## src/uart_pkg.sv

```systemverilog
package uart_pkg;

	// ----------------------------------------
	// clock and baud rate
	// ----------------------------------------

	// system clock frequency in Hz
	localparam int unsigned clk_freq = 10_000_000;

	// serial line rate in bits per second
	localparam int unsigned uart_freq = 1_000_000;

	// number of clock cycles that make up one bit on the line.
	// every bit period in the design is derived from this value, so a new
	// baud rate only needs the two numbers above to change
	localparam int unsigned bit_cycles = clk_freq / uart_freq;

	// width of the baud down-counter, large enough to hold bit_cycles - 1
	localparam int unsigned baud_cnt_w = (bit_cycles > 1) ? $clog2(bit_cycles) : 1;

	// ----------------------------------------
	// register map
	// ----------------------------------------

	// the only register on the bus, a write-only transmit data byte
	localparam logic [7:0] tx_data_addr = 8'h10;

	// ----------------------------------------
	// serializer states
	// ----------------------------------------

	// tx_idle also covers the wait for the first tick after a byte is taken.
	// the line only goes low once the machine has moved to tx_start
	typedef enum logic [1:0] {
		tx_idle  = 2'd0,
		tx_start = 2'd1,
		tx_data  = 2'd2,
		tx_stop  = 2'd3
	} tx_state_t;

endpackage
```

## src/uart_tx_top.sv

```systemverilog
module uart_tx_top (
	input  logic       clk,
	input  logic       reset_n,

	// register bus from the host
	input  logic [7:0] bus_address,
	input  logic       bus_write,
	input  logic       bus_valid,
	input  logic [7:0] bus_wdata,
	output logic       bus_ready,

	// serial output
	output logic       uart_tx
);

	// ----------------------------------------
	// internal wires
	// ----------------------------------------

	// byte and request from the bus port, busy back from the serializer
	logic [7:0] send_data;
	logic       send_req;
	logic       send_busy;

	// bit rate pulse shared by the whole frame
	logic       bit_tick;

	// bus decode and the one-byte holding register
	uart_bus_port u_bus_port (
		.clk         (clk),
		.reset_n     (reset_n),
		.bus_address (bus_address),
		.bus_write   (bus_write),
		.bus_valid   (bus_valid),
		.bus_wdata   (bus_wdata),
		.bus_ready   (bus_ready),
		.send_data   (send_data),
		.send_req    (send_req),
		.send_busy   (send_busy)
	);

	// fixed divider, runs freely from reset on
	uart_baud_timer u_baud_timer (
		.clk      (clk),
		.reset_n  (reset_n),
		.bit_tick (bit_tick)
	);

	// frame builder that drives the line
	uart_tx_serializer u_serializer (
		.clk       (clk),
		.reset_n   (reset_n),
		.bit_tick  (bit_tick),
		.send_data (send_data),
		.send_req  (send_req),
		.send_busy (send_busy),
		.uart_tx   (uart_tx)
	);

endmodule

```

## src/uart_tx_serializer.sv

```systemverilog
module uart_tx_serializer (
	input  logic       clk,
	input  logic       reset_n,

	// bit boundary pulse from the baud timer
	input  logic       bit_tick,

	// byte request from the bus port
	input  logic [7:0] send_data,
	input  logic       send_req,
	output logic       send_busy,

	// serial line, idles high
	output logic       uart_tx
);

	// frame state
	uart_pkg::tx_state_t state;

	// data bits still to go out, lsb first
	logic [7:0] shift;

	// index of the data bit currently on the line
	logic [2:0] bit_cnt;

	// ----------------------------------------
	// payload shift register
	// ----------------------------------------

	// loaded when a byte is taken and shifted right each time a data bit
	// goes onto the line, so bit 0 is always the next one to send
	always_ff @(posedge clk) begin
		if (state == uart_pkg::tx_idle && !send_busy && send_req) begin
			shift <= send_data;
		end else if (bit_tick && (state == uart_pkg::tx_start ||
				state == uart_pkg::tx_data)) begin
			shift <= {1'b0, shift[7:1]};
		end
	end

	// ----------------------------------------
	// frame state machine
	// ----------------------------------------

	// every move between states waits for bit_tick, so each bit on the
	// line is held for exactly one tick period.
	// idle with busy high means a byte is latched and we wait for the tick
	// that starts the frame, which lines the start bit up with the timer
	always_ff @(posedge clk) begin
		if (!reset_n) begin
			state     <= uart_pkg::tx_idle;
			send_busy <= 1'b0;
			uart_tx   <= 1'b1;
			bit_cnt   <= 3'd0;
		end else begin
			case (state)
				uart_pkg::tx_idle: begin
					if (!send_busy) begin
						// take the byte, busy shows the bus port it was seen
						if (send_req) begin
							send_busy <= 1'b1;
						end
					end else if (bit_tick) begin
						// start bit
						state   <= uart_pkg::tx_start;
						uart_tx <= 1'b0;
					end
				end

				uart_pkg::tx_start: begin
					if (bit_tick) begin
						// first data bit is the lsb of the byte
						state   <= uart_pkg::tx_data;
						uart_tx <= shift[0];
						bit_cnt <= 3'd0;
					end
				end

				uart_pkg::tx_data: begin
					if (bit_tick) begin
						if (bit_cnt == 3'd7) begin
							// all eight data bits done, drive the stop bit
							state   <= uart_pkg::tx_stop;
							uart_tx <= 1'b1;
						end else begin
							uart_tx <= shift[0];
							bit_cnt <= bit_cnt + 3'd1;
						end
					end
				end

				uart_pkg::tx_stop: begin
					// line is already high, only the state and busy change here
					if (bit_tick) begin
						state     <= uart_pkg::tx_idle;
						send_busy <= 1'b0;
					end
				end

				default: begin
					state <= uart_pkg::tx_idle;
				end
			endcase
		end
	end

	// ----------------------------------------
	// checks
	// ----------------------------------------

	// the line must rest at mark level whenever no frame is on it
	a_idle_line_high: assert property (
		@(posedge clk) disable iff (!reset_n)
		(state == uart_pkg::tx_idle) |-> uart_tx
	);

	// busy low outside idle would let the bus port push a new request into
	// the middle of a frame
	a_busy_outside_idle: assert property (
		@(posedge clk) disable iff (!reset_n)
		!send_busy |-> (state == uart_pkg::tx_idle)
	);

endmodule

```

## src/uart_baud_timer.sv

```systemverilog
module uart_baud_timer (
	input  logic clk,
	input  logic reset_n,

	// one-cycle pulse that marks every bit boundary on the line
	output logic bit_tick
);

	// reload value, one less than the bit period since zero counts as a cycle
	localparam logic [uart_pkg::baud_cnt_w-1:0] reload =
		uart_pkg::baud_cnt_w'(uart_pkg::bit_cycles - 1);

	// cycles left until the next tick
	logic [uart_pkg::baud_cnt_w-1:0] count;

	// ----------------------------------------
	// free-running divider
	// ----------------------------------------

	// the counter runs from reset on and never stops, the serializer just
	// ignores ticks while it has nothing to send.
	// the tick is registered so it comes out clean for a whole cycle
	always_ff @(posedge clk) begin
		if (!reset_n) begin
			count    <= reload;
			bit_tick <= 1'b0;
		end else if (count == '0) begin
			count    <= reload;
			bit_tick <= 1'b1;
		end else begin
			count    <= count - 1'b1;
			bit_tick <= 1'b0;
		end
	end

	// back to back ticks would make every bit one cycle long and break the
	// frame timing downstream
	a_tick_single_cycle: assert property (
		@(posedge clk) disable iff (!reset_n)
		bit_tick |=> !bit_tick
	);

endmodule

```

## src/uart_bus_port.sv

```systemverilog
module uart_bus_port (
	input  logic       clk,
	input  logic       reset_n,

	// host side of the byte-wide register bus
	input  logic [7:0] bus_address,
	input  logic       bus_write,
	input  logic       bus_valid,
	input  logic [7:0] bus_wdata,
	output logic       bus_ready,

	// request towards the serializer
	output logic [7:0] send_data,
	output logic       send_req,
	input  logic       send_busy
);

	// address hit on the transmit data register
	logic addr_hit;

	// a write is taken in this cycle
	logic accept;

	// the holding register has a byte the serializer has not yet taken
	logic pending;

	// ----------------------------------------
	// decode and ready
	// ----------------------------------------

	assign addr_hit = (bus_address == uart_pkg::tx_data_addr);

	// only writes to the data address can ever complete, reads and other
	// addresses just see ready stay low and the host keeps waiting.
	// the holding register frees up as soon as the serializer has taken the
	// byte, so a second byte can wait here while the first one is shifting
	assign bus_ready = addr_hit & bus_write & ~pending;

	assign accept = bus_valid & bus_ready;

	// ----------------------------------------
	// holding register
	// ----------------------------------------

	// the byte itself is plain payload and only changes on an accepted write
	always_ff @(posedge clk) begin
		if (accept) begin
			send_data <= bus_wdata;
		end
	end

	// pending is set by the write and cleared when the serializer shows busy
	// while our request is still up, which is its acknowledge of the byte
	always_ff @(posedge clk) begin
		if (!reset_n) begin
			pending <= 1'b0;
		end else if (accept) begin
			pending <= 1'b1;
		end else if (send_req && send_busy) begin
			pending <= 1'b0;
		end
	end

	// ----------------------------------------
	// request to the serializer
	// ----------------------------------------

	// the request is only raised while the serializer is idle, so busy seen
	// with the request up can only mean this byte was latched.
	// a byte written during a frame stays queued until busy drops
	always_ff @(posedge clk) begin
		if (!reset_n) begin
			send_req <= 1'b0;
		end else if (send_req) begin
			if (send_busy) begin
				send_req <= 1'b0;
			end
		end else if ((pending || accept) && !send_busy) begin
			send_req <= 1'b1;
		end
	end

	// a request rising into a busy serializer would be acknowledged by the
	// previous frame and the queued byte would be lost
	a_req_rise_not_busy: assert property (
		@(posedge clk) disable iff (!reset_n)
		$rose(send_req) |-> !send_busy
	);

endmodule

```

## config.mk

```make
export PLATFORM = sky130hd
export DESIGN_NAME = uart_tx_top
export DESIGN_NICKNAME = d
export VERILOG_FILES = /design/src/uart_pkg.sv /design/src/uart_tx_top.sv /design/src/uart_tx_serializer.sv /design/src/uart_baud_timer.sv /design/src/uart_bus_port.sv
export SDC_FILE = /design/constraint.sdc
export NUM_CORES = 1
export LEC_CHECK = 0
export BUFFER_PORTS_ARGS = -buffer_cell sky130_fd_sc_hd__buf_2
export CAP_MARGIN = 20
export CORE_AREA = 2 2 56 58
export DETAILED_ROUTE_END_ITERATION = 7
export DIE_AREA = 0 0 58 60
export MAX_ROUTING_LAYER = met4
export PLACE_DENSITY = 0.67
export SYNTH_ARGS = -nofsm -noshare
export SYNTH_HDL_FRONTEND = slang
export SYNTH_SLANG_ARGS = --single-unit
```

## constraint.sdc

```tcl
create_clock -name clk -period 1.65 [get_ports clk]
set_input_delay 0.33 -clock clk [delete_from_list [all_inputs] [get_ports clk]]
set_output_delay 0.33 -clock clk [all_outputs]
set_load 0.01 [all_outputs]
```

==> summary.md <==
| Metric | Value |
|---|---|
| Outcome | completed |
| Vias | 974 |
| Final nets | 183 |
| Row Count | 20 |
| Synthesized cell area | 1360 sq um |
| P&R area growth vs syn | 25.0% |
| Synthesized net count | 146 |
| Hold Fails Final Rpt | 0 |
| Hold_sp | bus_wdata[4] |
| DRC | 0 |
| Largest net degree at the start of global routing | 11 |
| Max cap viols | 0 |
| Num CTS Buffers | 5 |
| Max Freq | 626 MHz |
| Pre-CTS WS | -0.0986 ns |
| Number of flops mapped to enable cells by yosys | 16 |
| Antenna violations before repair | 0 |
| Die ar. | 3480 sq um |
| CTS tree | yes |
| Crit path time final | 1.60 ns |
| Worst Path Max Fanout | 4 |
| Final-report max-slew violation count | 0 |
| Kind of critical path | reg -> reg |
| Port Buf Inserts | 21 |
| Critical path launch point | u_serializer.state[0] |
| Slew @ Worst Pin | 0.344 ns |
| Post-synth cell types | 34 |
| CP peak stage delay | 0.38 ns |
| Top delay family on crit path | compound AO/OA/AOI/OAI gates |
| Global-route wire length before repair | 4.28 mm |
| WP buf/inv | 1 |
| Sequential area share after synthesis | 56.1% |
| Clk slew on worst S/H paths | 0.09 ns |
| Commonest cells post-synth | 16 x edfxtp_1, 15 x nand2_1, 14 x dfxtp_1 |
| Most common cell in the netlist | edfxtp_1 |
| Initial core utilization | 46.7% |
| CTS H-tree depth | 2 |
| Final setup vio count | 0 |
| HP Class | in -> reg |
| All-Layer GR Usage | 17.8% |
| Vias in the first global route | 984 |
| Synthesis Warnings | 0 |
| Post-DP HPWL | 1.77 mm |
| Yosys reg bits | 30 |
| RSZ-0062 raised after global routing | no |
| Worst-case clock buffer depth | 2 |
| Via density | 5.15 |
| Final design utilization | 58.4% |
| Routed WL | 2.45 mm |
| Total grt overflow | 0 |
| Crit-path cells | inv_2 -> ha_4 -> o21ba_4 -> or3_1 -> a221o_1 |
| Power consumption | 1.74 mW |
| Root Driver | clkbuf_4 |
| Period utilization | 96.8% |
| Routed length per instance | 13.0 um |
| Clock sink total | 30 |
| First-pass iteration count of the detailed router | 4 |
| ANT nets after route | 0 |
| CP Data Arrival Time | 1.81 ns |
| Average size of a mapped cell | 11.5 sq um |
| Ports | 22 |
| Synth area leaders | edfxtp_1 35%, dfxtp_1 21%, ha_1 7.4%, mux2_1 5.8%, nand2_1 4.2% |
| Power per cell area | 1030 nW/um^2 |
| Worst slew margin | 76.8% |
| Die extent in y | 60 um |
| CP max-delay cell | dfxtp_4 |
| Core area | 2900 sq um |
| Crit end category | register |
| Layout cells sized above 1 | 34.0% |
| Leakage | 0.688 nW |
| Peak supply drop | 0.000670 V |
| Primary FF master, synth | edfxtp_1 |
| Synth Instances | 118 |
| Die width | 58 um |
| Synth area leader | edfxtp_1 |
| Initial drt markers | 28 |
| Skew final | 0.0143 ns |
| Clk_lat worst skew | 0.33 ns |
| Nature of the critical path startpoint | register |
| Final WS setup | 0.0532 ns |
| Req. time, crit path | 1.87 ns |
| FFs w/ async S/R, synth | 0% |
| Reg2reg start | u_serializer.state[0] |
| Hold buffer count at CTS | 0 |
| GP Congestion | 0.756 |
| Number of diodes | 0 |
| Synth top area share | 35.4% |
-- per-layer routing --
metal / share of wire, % / up-vias / track usage, %
met5: 0 / - / -
met4: 3.0 / 0 / 13.0
met3: 4.5 / 8 / 4.55
met2: 47 / 24 / 27.4
met1: 45 / 448 / 20.2
li1: - / 494 / -
-- through the flow --
stage	std cells	setup TNS, ns	instance area, sq um	hold WS, ns
2_1_floorplan	118	0	1370	0.393
3_3_place_gp	181	-0.185	1590	0.413
3_5_place_dp	181	-0.711	1590	0.436
4_1_cts	189	0	1690	0.158
5_1_grt	189	0	1700	0.137
6_report	189	0	1700	0.175
-- path summary, 6_finish.rpt --
check	end	slack [ns]	cells past startpoint
max	u_serializer.uart_tx	0.05	5
min reg2reg	u_serializer.bit_cnt[1]	0.48	2
max reg2reg	u_serializer.uart_tx	0.05	5
min	u_bus_port.send_data[4]	0.17	1
-- what timing repair did --
item | 4_1_cts | 5_1_grt
setup endpoints to repair | 16 | 4
gates cloned | 0 | 0
pin swaps | 0 | 3
hold endpoints to repair | 0 | 0
buffers inserted | 0 | 0
resized for setup | 9 | 1
-- cell families after synthesis --
logic type      synth area share, %
mux                            8.12
buf+inv                        3.14
fa+ha+maj                      7.38
compound gates                 10.3
flops                          56.1
simple gates                   14.9
-- where the power goes --
group	internal (mW)	switching, mW	total (mW)
Sequential	0.819	0.0330	0.852
Clock	0.315	0.247	0.562
Combinational	0.188	0.140	0.328
Total	1.32	0.420	1.74
-- registers in the layout (all words and copies together) (netlist names), 2 cells and up --
signal                count
u_baud_timer.count        4
u_bus_port.send_data      8
u_serializer.bit_cnt      3
u_serializer.shift        8
u_serializer.state        2
-- final cells by class --
| class | count | area, sq um |
|---|---|---|
| fillers | 259 | 1210 |
| flip-flops and latches | 30 | 768 |
| multi-input cells | 77 | 589 |
| repair buffers | 32 | 188 |
| clock buffers | 6 | 41.3 |
| well taps | 33 | 41.3 |
| clock inverters | 2 | 33.8 |
| inverters | 9 | 33.8 |
-- placed cells by master, fill, tap and decap left out, types with 2 or more instances in the layout --
master,n
inv_2,2
mux2_1,7
inv_1,6
mux2i_1,2
nor2_1,8
clkinv_1,2
a21oi_1,5
ha_4,2
o21ai_0,7
edfxtp_1,16
and3b_2,2
clkbuf_4,5
a211oi_1,2
buf_4,11
dfxtp_4,2
buf_2,21
and2_1,3
nand2_1,15
dfxtp_1,12
ha_1,5
(Power assumes the default switching activity.)
